--- src/design/cong_man_settings.svh ---
// Congestion manager build settings
// Widths and counts shared by the RTL and the testbench

`ifndef CONG_MAN_SETTINGS_SVH
`define CONG_MAN_SETTINGS_SVH

// Packet word width in bits
`define CM_DATA_WIDTH 64

// Egress ports and queues per port
`define CM_NUM_EGR_PORTS 4
`define CM_QUEUES_PER_PORT 4
`define CM_NUM_QUEUES 16

// Packet length field, in bytes
`define CM_BYTE_LEN_WIDTH 11

// Queue occupancy and drop thresholds share this width
`define CM_OCC_WIDTH 16

// Drop counter width
`define CM_CNT_WIDTH 32

// Policer drop and queue-full drop
`define CM_NUM_DROP_TYPES 2

// Priorities from here up bypass the policer
`define CM_POLICER_BYPASS_PRIO 6

`endif

--- src/design/cong_man_pkg.sv ---
// Congestion manager types
// Packet word layout, queue numbering and drop counter encodings
`include "cong_man_settings.svh"

package cong_man_pkg;

    typedef logic [2:0]                              prio_t;
    typedef logic [$clog2(`CM_NUM_EGR_PORTS)-1:0]    egr_port_t;
    // Port in the upper bits, queue within the port in the lower bits
    typedef logic [$clog2(`CM_NUM_QUEUES)-1:0]       queue_id_t;
    typedef logic [`CM_BYTE_LEN_WIDTH-1:0]           byte_len_t;
    typedef logic [`CM_OCC_WIDTH-1:0]                occupancy_t;
    typedef logic [`CM_CNT_WIDTH-1:0]                counter_t;

    // Valid on the first word of a packet only
    typedef struct packed {
        egr_port_t egress_port;
        prio_t     prio;
        byte_len_t byte_len;
        logic      policer_mark;
    } pkt_meta_t;

    typedef struct packed {
        logic                      valid;
        logic                      last;
        logic [`CM_DATA_WIDTH-1:0] data;
        pkt_meta_t                 meta;
    } pkt_word_t;

    typedef struct packed {
        queue_id_t queue_id;
        byte_len_t byte_len;
    } out_meta_t;

    typedef enum logic [$clog2(`CM_NUM_DROP_TYPES)-1:0] {
        POLICER_DROP    = 0,
        QUEUE_FULL_DROP = 1
    } drop_type_t;

    typedef enum logic [1:0] {
        READ,
        READ_AND_CLEAR,
        CLEAR_ALL
    } cnt_op_t;

    typedef enum logic {
        INIT,
        ACTIVE
    } counter_state_t;

    typedef struct packed {
        logic       valid;
        queue_id_t  queue_id;
        drop_type_t drop_type;
    } drop_event_t;

    // Priority to queue within the egress port
    function automatic logic [$clog2(`CM_QUEUES_PER_PORT)-1:0] prio_to_queue(input prio_t prio);
        case (prio)
            3'd7:    return 2'd3; // emergency
            3'd6:    return 2'd2; // network control
            3'd5:    return 2'd1; // voice
            default: return 2'd0;
        endcase
    endfunction

endpackage

--- src/design/cong_man_top.sv ---
// Congestion manager top level
// Packet pipeline with threshold table, occupancy tracker and drop counters
`include "cong_man_settings.svh"

module cong_man_top import cong_man_pkg::*; (
    input  logic                      counter_access,
    input  logic                      reset,
    input  pkt_word_t                 pkt_in,
    input  logic                      deq_valid,
    input  queue_id_t                 deq_queue,
    input  byte_len_t                 deq_bytes,
    input  logic                      cfg_wr,
    input  logic                      cfg_rd,
    input  queue_id_t                 cfg_queue,
    input  occupancy_t                cfg_wdata,
    output logic                      cfg_rvalid,
    output occupancy_t                cfg_rdata,
    input  logic                      cnt_req,
    input  cnt_op_t                   cnt_op,
    input  queue_id_t                 cnt_queue,
    input  drop_type_t                cnt_type,
    output logic                      cnt_ready,
    output logic                      cnt_rvalid,
    output counter_t                  cnt_rdata,
    output logic                      pkt_out_valid,
    output logic                      pkt_out_last,
    output logic [`CM_DATA_WIDTH-1:0] pkt_out_data,
    output out_meta_t                 pkt_out_meta
);

    queue_id_t   occ_query;
    occupancy_t  occ_value;
    queue_id_t   thresh_query;
    occupancy_t  thresh_value;
    logic        enq_valid;
    queue_id_t   enq_queue;
    byte_len_t   enq_bytes;
    drop_event_t drop_event;

    cong_pipeline cong_pipeline_i (
        .counter_access (counter_access),
        .reset          (reset),
        .pkt_in         (pkt_in),
        .occ_query      (occ_query),
        .occ_value      (occ_value),
        .thresh_query   (thresh_query),
        .thresh_value   (thresh_value),
        .enq_valid      (enq_valid),
        .enq_queue      (enq_queue),
        .enq_bytes      (enq_bytes),
        .drop_event     (drop_event),
        .pkt_out_valid  (pkt_out_valid),
        .pkt_out_last   (pkt_out_last),
        .pkt_out_data   (pkt_out_data),
        .pkt_out_meta   (pkt_out_meta)
    );

    drop_threshold_table drop_threshold_table_i (
        .counter_access (counter_access),
        .reset          (reset),
        .cfg_wr         (cfg_wr),
        .cfg_rd         (cfg_rd),
        .cfg_queue      (cfg_queue),
        .cfg_wdata      (cfg_wdata),
        .cfg_rvalid     (cfg_rvalid),
        .cfg_rdata      (cfg_rdata),
        .thresh_query   (thresh_query),
        .thresh_value   (thresh_value)
    );

    queue_occupancy_tracker queue_occupancy_tracker_i (
        .counter_access (counter_access),
        .reset          (reset),
        .enq_valid      (enq_valid),
        .enq_queue      (enq_queue),
        .enq_bytes      (enq_bytes),
        .deq_valid      (deq_valid),
        .deq_queue      (deq_queue),
        .deq_bytes      (deq_bytes),
        .occ_query      (occ_query),
        .occ_value      (occ_value)
    );

    drop_counter_bank drop_counter_bank_i (
        .counter_access (counter_access),
        .reset          (reset),
        .drop_event     (drop_event),
        .cnt_req        (cnt_req),
        .cnt_op         (cnt_op),
        .cnt_queue      (cnt_queue),
        .cnt_type       (cnt_type),
        .cnt_ready      (cnt_ready),
        .cnt_rvalid     (cnt_rvalid),
        .cnt_rdata      (cnt_rdata)
    );

endmodule

--- src/design/cong_pipeline.sv ---
// Congestion manager packet pipeline
// Three stages: queue mapping, drop decision on start of packet, output gating
`include "cong_man_settings.svh"

module cong_pipeline import cong_man_pkg::*; (
    input  logic                      counter_access,
    input  logic                      reset,
    input  pkt_word_t                 pkt_in,
    output queue_id_t                 occ_query,
    input  occupancy_t                occ_value,
    output queue_id_t                 thresh_query,
    input  occupancy_t                thresh_value,
    output logic                      enq_valid,
    output queue_id_t                 enq_queue,
    output byte_len_t                 enq_bytes,
    output drop_event_t               drop_event,
    output logic                      pkt_out_valid,
    output logic                      pkt_out_last,
    output logic [`CM_DATA_WIDTH-1:0] pkt_out_data,
    output out_meta_t                 pkt_out_meta
);

    // Next valid word opens a packet
    logic in_sop;

    logic                      s1_valid;
    logic                      s1_last;
    logic                      s1_sop;
    logic [`CM_DATA_WIDTH-1:0] s1_data;
    pkt_meta_t                 s1_meta;
    queue_id_t                 s1_queue;

    // Per-packet state held from the first word
    logic      pkt_drop;
    queue_id_t pkt_queue;
    byte_len_t pkt_len;

    logic [`CM_OCC_WIDTH:0] occ_sum;
    logic                   policer_hit;
    logic                   full_hit;
    logic                   sop_drop;
    logic                   word_drop;

    logic                      s2_valid;
    logic                      s2_last;
    logic                      s2_drop;
    logic [`CM_DATA_WIDTH-1:0] s2_data;
    out_meta_t                 s2_meta;

    ////////////////////////////////////////////////////////////////////////////
    // Stage 2 decision

    assign occ_query    = s1_queue;
    assign thresh_query = s1_queue;

    // One extra bit so a full queue plus a long packet cannot wrap
    assign occ_sum = {1'b0, occ_value}
                   + {{(`CM_OCC_WIDTH + 1 - `CM_BYTE_LEN_WIDTH){1'b0}}, s1_meta.byte_len};

    assign policer_hit = s1_meta.policer_mark
                      && (s1_meta.prio < prio_t'(`CM_POLICER_BYPASS_PRIO));
    assign full_hit    = occ_sum > {1'b0, thresh_value};
    assign sop_drop    = policer_hit || full_hit;
    assign word_drop   = s1_sop ? sop_drop : pkt_drop;

    // Accepted packets enter the occupancy at the end of this cycle
    assign enq_valid = s1_valid && s1_sop && !sop_drop;
    assign enq_queue = s1_queue;
    assign enq_bytes = s1_meta.byte_len;

    ////////////////////////////////////////////////////////////////////////////
    // Control registers

    always_ff @(posedge counter_access) begin
        if (reset) begin
            in_sop        <= 1'b1;
            s1_valid      <= 1'b0;
            s1_last       <= 1'b0;
            s1_sop        <= 1'b0;
            pkt_drop      <= 1'b0;
            s2_valid      <= 1'b0;
            s2_last       <= 1'b0;
            s2_drop       <= 1'b0;
            drop_event    <= '0;
            pkt_out_valid <= 1'b0;
            pkt_out_last  <= 1'b0;
        end else begin
            if (pkt_in.valid) begin
                in_sop <= pkt_in.last;
            end
            s1_valid <= pkt_in.valid;
            s1_last  <= pkt_in.valid && pkt_in.last;
            s1_sop   <= pkt_in.valid && in_sop;

            if (s1_valid && s1_sop) begin
                pkt_drop <= sop_drop;
            end
            s2_valid <= s1_valid;
            s2_last  <= s1_last;
            s2_drop  <= word_drop;

            // One event per dropped packet, policer wins over queue full
            drop_event.valid     <= s1_valid && s1_sop && sop_drop;
            drop_event.queue_id  <= s1_queue;
            drop_event.drop_type <= policer_hit ? POLICER_DROP : QUEUE_FULL_DROP;

            pkt_out_valid <= s2_valid && !s2_drop;
            pkt_out_last  <= s2_last && !s2_drop;
        end
    end

    ////////////////////////////////////////////////////////////////////////////
    // Payload registers

    always_ff @(posedge counter_access) begin
        s1_data  <= pkt_in.data;
        s1_meta  <= pkt_in.meta;
        s1_queue <= {pkt_in.meta.egress_port, prio_to_queue(pkt_in.meta.prio)};

        if (s1_valid && s1_sop) begin
            pkt_queue <= s1_queue;
            pkt_len   <= s1_meta.byte_len;
        end
        s2_data          <= s1_data;
        s2_meta.queue_id <= s1_sop ? s1_queue : pkt_queue;
        s2_meta.byte_len <= s1_sop ? s1_meta.byte_len : pkt_len;

        pkt_out_data <= s2_data;
        pkt_out_meta <= s2_meta;
    end

endmodule

--- src/design/drop_counter_bank.sv ---
// Drop counters per queue and drop type
// Cleared by a sweep after reset, served by read, read-and-clear and clear-all
`include "cong_man_settings.svh"

module drop_counter_bank import cong_man_pkg::*; (
    input  logic        counter_access,
    input  logic        reset,
    input  drop_event_t drop_event,
    input  logic        cnt_req,
    input  cnt_op_t     cnt_op,
    input  queue_id_t   cnt_queue,
    input  drop_type_t  cnt_type,
    output logic        cnt_ready,
    output logic        cnt_rvalid,
    output counter_t    cnt_rdata
);

    counter_t counters [`CM_NUM_QUEUES][`CM_NUM_DROP_TYPES];

    counter_state_t state;
    queue_id_t      sweep_queue;
    drop_type_t     sweep_type;
    logic           sweep_done;
    logic           accept;

    // Counting takes the cycle, so access waits
    assign cnt_ready  = (state == ACTIVE) && !drop_event.valid;
    assign accept     = cnt_req && cnt_ready;
    assign sweep_done = (sweep_queue == queue_id_t'(`CM_NUM_QUEUES - 1))
                     && (sweep_type == drop_type_t'(`CM_NUM_DROP_TYPES - 1));

    ////////////////////////////////////////////////////////////////////////////
    // State machine and sweep index

    always_ff @(posedge counter_access) begin
        if (reset) begin
            state       <= INIT;
            sweep_queue <= '0;
            sweep_type  <= POLICER_DROP;
            cnt_rvalid  <= 1'b0;
        end else begin
            cnt_rvalid <= accept;
            case (state)
                INIT: begin
                    // Queue walks fastest, type steps on each wrap
                    sweep_queue <= sweep_queue + 1'b1;
                    if (sweep_queue == queue_id_t'(`CM_NUM_QUEUES - 1)) begin
                        sweep_type <= drop_type_t'(sweep_type + 1'b1);
                    end
                    if (sweep_done) begin
                        sweep_queue <= '0;
                        sweep_type  <= POLICER_DROP;
                        state       <= ACTIVE;
                    end
                end
                ACTIVE: begin
                    if (accept && cnt_op == CLEAR_ALL) begin
                        state <= INIT;
                    end
                end
                default: state <= INIT;
            endcase
        end
    end

    ////////////////////////////////////////////////////////////////////////////
    // Counter storage and read data

    always_ff @(posedge counter_access) begin
        if (state == INIT) begin
            counters[sweep_queue][sweep_type] <= '0;
        end else if (drop_event.valid) begin
            counters[drop_event.queue_id][drop_event.drop_type] <=
                counters[drop_event.queue_id][drop_event.drop_type] + 1'b1;
        end else if (accept) begin
            case (cnt_op)
                READ: begin
                    cnt_rdata <= counters[cnt_queue][cnt_type];
                end
                READ_AND_CLEAR: begin
                    cnt_rdata                     <= counters[cnt_queue][cnt_type];
                    counters[cnt_queue][cnt_type] <= '0;
                end
                default: begin
                    cnt_rdata <= '0;
                end
            endcase
        end
    end

endmodule

--- src/design/drop_threshold_table.sv ---
// Per-queue drop thresholds
// Written and read over the config strobes, looked up by the pipeline

module drop_threshold_table import cong_man_pkg::*; (
    input  logic       counter_access,
    input  logic       reset,
    input  logic       cfg_wr,
    input  logic       cfg_rd,
    input  queue_id_t  cfg_queue,
    input  occupancy_t cfg_wdata,
    output logic       cfg_rvalid,
    output occupancy_t cfg_rdata,
    input  queue_id_t  thresh_query,
    output occupancy_t thresh_value
);

    localparam int NUM_QUEUES = 2 ** $bits(queue_id_t);

    occupancy_t thresholds [NUM_QUEUES];

    // Pipeline lookup, same cycle
    assign thresh_value = thresholds[thresh_query];

    // All ones leaves every queue open until configured
    always_ff @(posedge counter_access) begin
        if (reset) begin
            thresholds <= '{default: '1};
            cfg_rvalid <= 1'b0;
        end else begin
            if (cfg_wr) begin
                thresholds[cfg_queue] <= cfg_wdata;
            end
            cfg_rvalid <= cfg_rd;
        end
    end

    always_ff @(posedge counter_access) begin
        if (cfg_rd) begin
            cfg_rdata <= thresholds[cfg_queue];
        end
    end

endmodule

--- src/design/queue_occupancy_tracker.sv ---
// Per-queue byte occupancy
// Enqueues add the packet length, dequeues subtract with a floor at zero

module queue_occupancy_tracker import cong_man_pkg::*; (
    input  logic       counter_access,
    input  logic       reset,
    input  logic       enq_valid,
    input  queue_id_t  enq_queue,
    input  byte_len_t  enq_bytes,
    input  logic       deq_valid,
    input  queue_id_t  deq_queue,
    input  byte_len_t  deq_bytes,
    input  queue_id_t  occ_query,
    output occupancy_t occ_value
);

    localparam int NUM_QUEUES = 2 ** $bits(queue_id_t);

    occupancy_t occupancy [NUM_QUEUES];
    occupancy_t occ_next  [NUM_QUEUES];
    occupancy_t occ_added [NUM_QUEUES];

    assign occ_value = occupancy[occ_query];

    // Enqueue first, then dequeue, so both land in the same cycle
    always_comb begin
        for (int q = 0; q < NUM_QUEUES; q++) begin
            occ_added[q] = occupancy[q];
            if (enq_valid && enq_queue == queue_id_t'(q)) begin
                occ_added[q] = occupancy[q] + occupancy_t'(enq_bytes);
            end
            occ_next[q] = occ_added[q];
            if (deq_valid && deq_queue == queue_id_t'(q)) begin
                if (occ_added[q] > occupancy_t'(deq_bytes)) begin
                    occ_next[q] = occ_added[q] - occupancy_t'(deq_bytes);
                end else begin
                    occ_next[q] = '0;
                end
            end
        end
    end

    always_ff @(posedge counter_access) begin
        if (reset) begin
            occupancy <= '{default: '0};
        end else begin
            occupancy <= occ_next;
        end
    end

endmodule
--- config.mk ---
export PLATFORM = sky130hd
export DESIGN_NAME = cong_man_top
export DESIGN_NICKNAME = d
export VERILOG_FILES = /design/src/design/cong_man_pkg.sv /design/src/design/cong_man_top.sv /design/src/design/cong_pipeline.sv /design/src/design/drop_counter_bank.sv /design/src/design/drop_threshold_table.sv /design/src/design/queue_occupancy_tracker.sv
export VERILOG_INCLUDE_DIRS = /design/src /design/src/design
export SDC_FILE = /design/constraint.sdc
export NUM_CORES = 2
export LEC_CHECK = 0
export BUFFER_PORTS_ARGS = -buffer_cell sky130_fd_sc_hd__buf_4
export CAP_MARGIN = 20
export CORE_ASPECT_RATIO = 1.2
export CORE_MARGIN = 2
export CORE_UTILIZATION = 59
export DETAILED_ROUTE_END_ITERATION = 8
export PLACE_DENSITY = 0.82
export SETUP_SLACK_MARGIN = 0.5
export SLEW_MARGIN = 0
export SYNTH_ARGS = -nofsm -noshare
export SYNTH_HDL_FRONTEND = slang
export SYNTH_SLANG_ARGS = --single-unit
--- constraint.sdc ---
create_clock -name counter_access -period 29.5 [get_ports counter_access]
set_clock_uncertainty 0.2 [all_clocks]
set_input_delay 5.9 -clock counter_access [delete_from_list [all_inputs] [get_ports counter_access]]
set_output_delay 5.9 -clock counter_access [all_outputs]
set_load 0.01 [all_outputs]
* Yosys cells after proc, flatten, opt, wreduce, memory -nomap -nowiden *
Memories as Yosys holds them, arrays and structs flattened. A register that Yosys moved wholly into a read port is not among the register bits.
Cells that the tools add are included.

storage, ports and cells
  memories = 1
  memory bits (writable) = 1,024
  logic and storage cells = 332
  register bits = 840
  input bits = 131

memory list
  memory                        depth  bits a word  read ports  clocked after memory_dff  wr ports  RTL line                 text
  drop_counter_bank_i.counters  16     64           2           1                         1         drop_counter_bank.sv:18  counter_t counters [`CM_NUM_QUEUES][`CM_NUM_DROP_TYPES];

cells by class
  multiplexer cells = 99
  $add $sub $neg = 36
  reductions and logical operators = 61
  bitwise operators = 7
  equality and inequality tests = 36
  magnitude comparators = 27

operator list
  kind                                                       count
  2-to-1 mux 16 bit                                          55
  2-to-1 mux 64 bit                                          7
  2-to-1 mux 32 bit                                          9
  adder 16 x 11 -> 16 bit                                    16
  bitwise mux 256 bit                                        1
  > comparator 16 x 11 -> 1 bit                              16
  subtractor 16 x 11 -> 16 bit                               16
  binary-select mux 16 bit (select 4 bit)                    3
  OR reduction 64 bit                                        2
  demux 32 bit (select 1 bit)                                3
  equality test 4 bit (second input constant)                17
  demux 16 bit (select 4 bit)                                1
  logical AND 1 bit                                          48
  adder 32 x 1 -> 32 bit (second input constant)             1
  equality test 4 x 3 -> 1 bit (second input constant)       8
  2-to-1 mux 4 bit                                           5
  adder 16 x 11 -> 17 bit                                    1
  > comparator 17 x 16 -> 1 bit                              1
  equality test 4 x 2 -> 1 bit (second input constant)       4
  2-to-1 mux 1 bit                                           12
  2-to-1 mux 11 bit                                          1
  greater-or-equal comparator 5 bit (second input constant)  2
  inverter 4 -> 5 bit                                        2
  equality test 3 bit (second input constant)                3
  21 further kinds                                           32

* Depth between registers and ports, before layout *
  depth in word-level cells = 14
  gate-level depth with buffers = 44
  gate-level depth less buffers = 38

* Cells and area by module *
Synthesis repeated with hierarchy kept, for this count alone.

second synthesis, totals
  cell total of the unflattened synthesis = 8,303
  area total of the unflattened synthesis = 103,211.5 µm²

by module, submodules not included
  module                   instances  area an instance (µm²)  cells each
  drop_counter_bank        1          49,917.9                2,569
  queue_occupancy_tracker  1          32,200.9                4,058
  drop_threshold_table     1          14,020.9                1,201
  cong_pipeline            1          7,071.8                 475

* Worst setup path after synthesis *
Ideal clock, no wire load.

  path type = input to register
  start point = in deq_bytes[1]
  end point = reg queue_occupancy_tracker_i.occupancy[159] (netlist bit)
  path buffers = 0
  data required time = 29.182 ns
  stages = 13
  slack = 19.930 ns
  arrival time = 9.252 ns
  cell sequence = inv_1 -> ha_1 -> nor2b_1 -> o31ai_1 -> a2111oi_0 -> a2111oi_0 -> nor2b_1 -> o21ai_0 -> nand2_1 -> a21o_1 -> mux2i_1 -> xnor2_1 -> nor2_1

between the ends
  cells in the longest elaborated chain, start to end = 3

RTL lines
  item                                                                           RTL line                                                      text
  start: declaration                                                             cong_man_top.sv:11                                            input byte_len_t deq_bytes,
  subtractor 16 x 11 -> 16 bit or > comparator 16 x 11 -> 1 bit (tied branches)  queue_occupancy_tracker.sv:35, queue_occupancy_tracker.sv:34
  2-to-1 mux 16 bit (*)                                                          queue_occupancy_tracker.sv:34                                 if (occ_added[q] > occupancy_t'(deq_bytes)) begin
  2-to-1 mux 16 bit (*)                                                          queue_occupancy_tracker.sv:33                                 if (deq_valid && deq_queue == queue_id_t'(q)) begin
  end signal: assignment                                                         queue_occupancy_tracker.sv:47                                 occupancy <= occ_next;
  end: declaration                                                               queue_occupancy_tracker.sv:19                                 occupancy_t occupancy [NUM_QUEUES];

Mark *: on every way between the ends. The rest lies on a longest branch, timed or not.
A chain may end at the register's enable or synchronous reset.

* Final worst setup path *
  start point = reg cong_pipeline_i.s1_queue[0] (netlist: cong_pipeline_i.enq_queue[0])
  end point = reg queue_occupancy_tracker_i.occupancy[14] (netlist bit)

between the ends
  cells in the longest elaborated chain, start to end = 14

RTL lines
  item                                                                           RTL line                                                      text
  start: declaration                                                             cong_pipeline.sv:31                                           queue_id_t s1_queue;
  start signal: assignment                                                       cong_pipeline.sv:118                                          s1_queue <= {pkt_in.meta.egress_port, prio_to_queue(pkt_in.meta.prio)};
  inverter 4 -> 5 bit (not written as such)                                      drop_threshold_table.sv:22, queue_occupancy_tracker.sv:23
  binary-select mux 16 bit (select 4 bit)                                        queue_occupancy_tracker.sv:23                                 assign occ_value = occupancy[occ_query];
  2-to-1 mux 16 bit (not written as such) (2 in a row)                           queue_occupancy_tracker.sv:23
  adder 16 x 11 -> 17 bit                                                        cong_pipeline.sv:57                                           assign occ_sum = {1'b0, occ_value}
  > comparator 17 x 16 -> 1 bit                                                  cong_pipeline.sv:62                                           assign full_hit = occ_sum > {1'b0, thresh_value};
  logical OR 1 bit                                                               cong_pipeline.sv:63                                           assign sop_drop = policer_hit || full_hit;
  zero test 1 bit                                                                cong_pipeline.sv:67                                           assign enq_valid = s1_valid && s1_sop && !sop_drop;
  logical AND 1 bit                                                              cong_pipeline.sv:67
  logical AND 1 bit (*)                                                          queue_occupancy_tracker.sv:29                                 if (enq_valid && enq_queue == queue_id_t'(q)) begin
  2-to-1 mux 16 bit (*)                                                          queue_occupancy_tracker.sv:29
  subtractor 16 x 11 -> 16 bit or > comparator 16 x 11 -> 1 bit (tied branches)  queue_occupancy_tracker.sv:35, queue_occupancy_tracker.sv:34
  2-to-1 mux 16 bit                                                              queue_occupancy_tracker.sv:34
  2-to-1 mux 16 bit (*)                                                          queue_occupancy_tracker.sv:33

Mark *: on every way between the ends. The rest lies on a longest branch, timed or not. The select of a mux whose other input is x is not followed.

==> flow_summary_export.csv <==
group,metric,value,unit
drt,antenna_left,0,
yosys,ys_warn_count,0,
placement,dp_slack,18060,ps
placement,io_buffers,262,
drt,vias_per_cell,6.962,
pwr,powerDensity,52.24,nW/um^2
cells_and_area,finish.utilization,66.35,%
yosys,ys_types,91,
cells_and_area,instances_no_fill,10090,
cells_and_area,fin_nets,8233,
timing,max_slew_margin,23.65,%
pwr,power_leakage,41.39,nW
timing,fin_setup_tns,0,ps
cts,cts_root_buffer,"clkbuf_16",
timing,finalMaxSlewViolations,0,
floorplan,die-area,171700,um^2
floorplan,die_height,453.5,um
critical_path,crit_path_end_kind,"flop",
critical_path,critPathMostFrequentCell,"a21oi_1",
placement,place_area,104100,um^2
yosys,async_flop_share,0,%
critical_path,cpPeakStageDelay,810,ps
cts,cts.clk_slew.worst_paths,60,ps
cts,htreeDepth,4,
critical_path,critPathBufInv,4,
cells_and_area,design_area,110700,um^2
critical_path,cpMaxStageDelayCell,"buf_4",
global_route,grt_pass1_wl,455400,um
timing,tightest_slew,1136,ps
cells_and_area,area_growth,11.42,%
cts,post-cts-setup-buffers,0,
yosys,synth_seq_area_share,48.50,%
timing,timing.fmax,0.08641,GHz
yosys,synth_area_per_cell,13.31,um^2
floorplan,core,166800,um^2
timing,setup_violations,0,
placement,place.gp.congestion,1.016,
placement,dpl.hpwl,187500,um
critical_path,critical_path_class,"flop to flop",
cts,tritoncts,"built",
yosys,synth_edf_count,1087,
critical_path,start_kind,"flop",
cts,cts_sinks,1863,
flow_run,drv_cap,0,
cts,clk_latency,900,ps
drt,drc,0,
cts,cts_buffers,183,
drt,wl_per_cell,30.83,um
drt,vias,70260,
min_path,hp-class,"flop to flop",
drt,drtPass1Iterations,6,
cts,clockBufferDepth,3,
floorplan,ios,263,
timing,fin_crit_sh,39.23,%
global_route,grt.total_usage,36.08,%
timing,finalCriticalPeriod,11570,ps
global_route,antenna_found_initial,11,
floorplan,initial_core_util,59.55,%
critical_path,worst_ep_required_time,30040,ps
yosys,syn_area,99340,um^2
yosys,synth_ff_type,"edfxtp_1",
cts,cts_hold_buf,0,
yosys,ys_ff_latch,1863,
drt,drt-total-wl,311200,um
global_route,first_global_vias,70620,
critical_path,cp_max_fo,48,
yosys,syn_nets,8006,
timing,hold_viol_final,0,
pwr,vdd_drop_max,55.44,uV
cells_and_area,drive_above_1_share,22.86,%
global_route,grt_max_degree,139,
timing,timing.final.ws_setup,17930,ps
floorplan,die_w,378.6,um
run_status,status,"completed",
drt,drt_iter0_drc,8834,
yosys,synthCells,7461,
global_route,grt-ovfl-total,0,
placement,placed_cells,9739,
critical_path,crit_family,"simple AND/OR/NAND/NOR gates",
critical_path,arrival,12110,ps
timing,rsz0062_at_grt,"no",
floorplan,num_rows,164,
cts,post_cts_resized,0,
==> final cells by class <==
class / count / area (um^2)
diodes: 4 / 10.01
clock buffers: 226 / 4967
clock inverters: 118 / 1480
fillers: 11380 / 56140
inverters: 169 / 639.4
multi-input cells: 5049 / 49310
flip-flops and latches: 1863 / 48210
well taps: 2241 / 2804
repair buffers: 422 / 3271
==> layout by cell type, fill, tap and decap left out, types with 33 or more instances in the layout <==
master,netlist,final
a211oi_1,57,57
a21o_1,123,123
a21oi_1,264,263
buf_4,5,411
clkbuf_16,0,188
clkinv_1,0,35
dfxtp_1,776,766
edfxtp_1,1087,1087
fa_1,33,33
ha_1,381,381
inv_1,169,162
mux2_2,81,81
mux2i_1,368,368
mux4_2,876,876
nand2_1,622,621
nand2b_1,58,58
nand3_1,116,116
nand4_1,55,55
nor2_1,481,436
nor2b_1,73,73
nor3_1,109,103
nor4_1,44,44
o21a_1,59,59
o21ai_0,263,263
o21bai_1,45,45
or3_1,49,49
xnor2_1,269,269
xor2_1,148,148
==> report_power, final <==
part	total [W]	internal, W	switching [W]	leakage [nW]
Clock	0.00250	0.00141	0.00109	3.12
Sequential	0.00280	0.00277	0.0000322	18.2
Combinational	0.000476	0.000196	0.000281	20.1
Total	0.00578	0.00437	0.00141	41.4
==> cell families after synthesis <==
family | count (synthesis) | synth area share (%)
flops | 1863 | 48.50
buf+inv | 549 | 2.184
fa+ha+maj | 414 | 5.464
xor+xnor | 417 | 3.677
mux | 1326 | 24.50
simple gates | 1774 | 8.296
compound gates | 1118 | 7.382
==> registers in the layout (all words and copies together), names as in the netlist, 3 cells and up <==
signal	count
cong_pipeline_i.drop_event	6
cong_pipeline_i.enq_bytes	11
cong_pipeline_i.enq_queue	4
cong_pipeline_i.pkt_len	11
cong_pipeline_i.pkt_out_data	64
cong_pipeline_i.pkt_out_meta	15
cong_pipeline_i.pkt_queue	4
cong_pipeline_i.s1_data	64
cong_pipeline_i.s1_meta	3
cong_pipeline_i.s2_data	64
cong_pipeline_i.s2_meta	15
drop_counter_bank_i.cnt_rdata	32
drop_counter_bank_i.counters	1024
drop_counter_bank_i.sweep_queue	4
drop_threshold_table_i.cfg_rdata	16
drop_threshold_table_i.thresholds	256
queue_occupancy_tracker_i.occupancy	256
==> stage by stage <==
stage | power, W | hold slack [ps]
after floorplan | 0.003163 | 109.6
after global placement | 0.003302 | 109.5
after detailed placement | 0.003318 | 112.1
after CTS | 0.005788 | 125.9
after global routing | 0.005917 | 129.4
final | 0.005782 | 123.7
==> path summary, 6_finish.rpt <==
| path | cells past startpoint | to | start | slack [ps] |
|---|---|---|---|---|
| setup / recovery | 38 | queue_occupancy_tracker_i.occupancy[14]$_SDFF_PP0_ | cong_pipeline_i.enq_queue[0]$_SDFF_PN0_ | 17930 |
| hold / removal | 0 | cong_pipeline_i.s2_data[45]$_DFF_P_ | cong_pipeline_i.s1_data[45]$_DFF_P_ | 120 |
| hold reg to reg | 0 | cong_pipeline_i.s2_data[45]$_DFF_P_ | cong_pipeline_i.s1_data[45]$_DFF_P_ | 120 |
| setup reg to reg | 38 | queue_occupancy_tracker_i.occupancy[14]$_SDFF_PP0_ | cong_pipeline_i.enq_queue[0]$_SDFF_PN0_ | 17930 |
==> routing by layer <==
layer  wire length, um  vias to the layer above  global-route usage, %
li1                  -                    29480                      -
met1            102300                    34490                  42.67
met2            147900                     4842                  57.70
met3             34130                     1425                  8.572
met4             26670                       18                  26.56
met5               132                        -                      0
==> cell usage after synthesis (all sizes together) (148+ instances only) <==
master	count	area share (%)
a21oi	264	1.3
clkbuf	240	0.91
dfxtp	776	16
edfxtp	1087	33
ha	381	4.8
inv	169	0.64
mux2i	368	3.7
mux4	876	20
nand2	622	2.4
nor2	481	1.8
o21ai	267	1.3
xnor2	269	2.4
xor2	148	1.3
No activity file was read; power rests on OpenSTA's default activity.
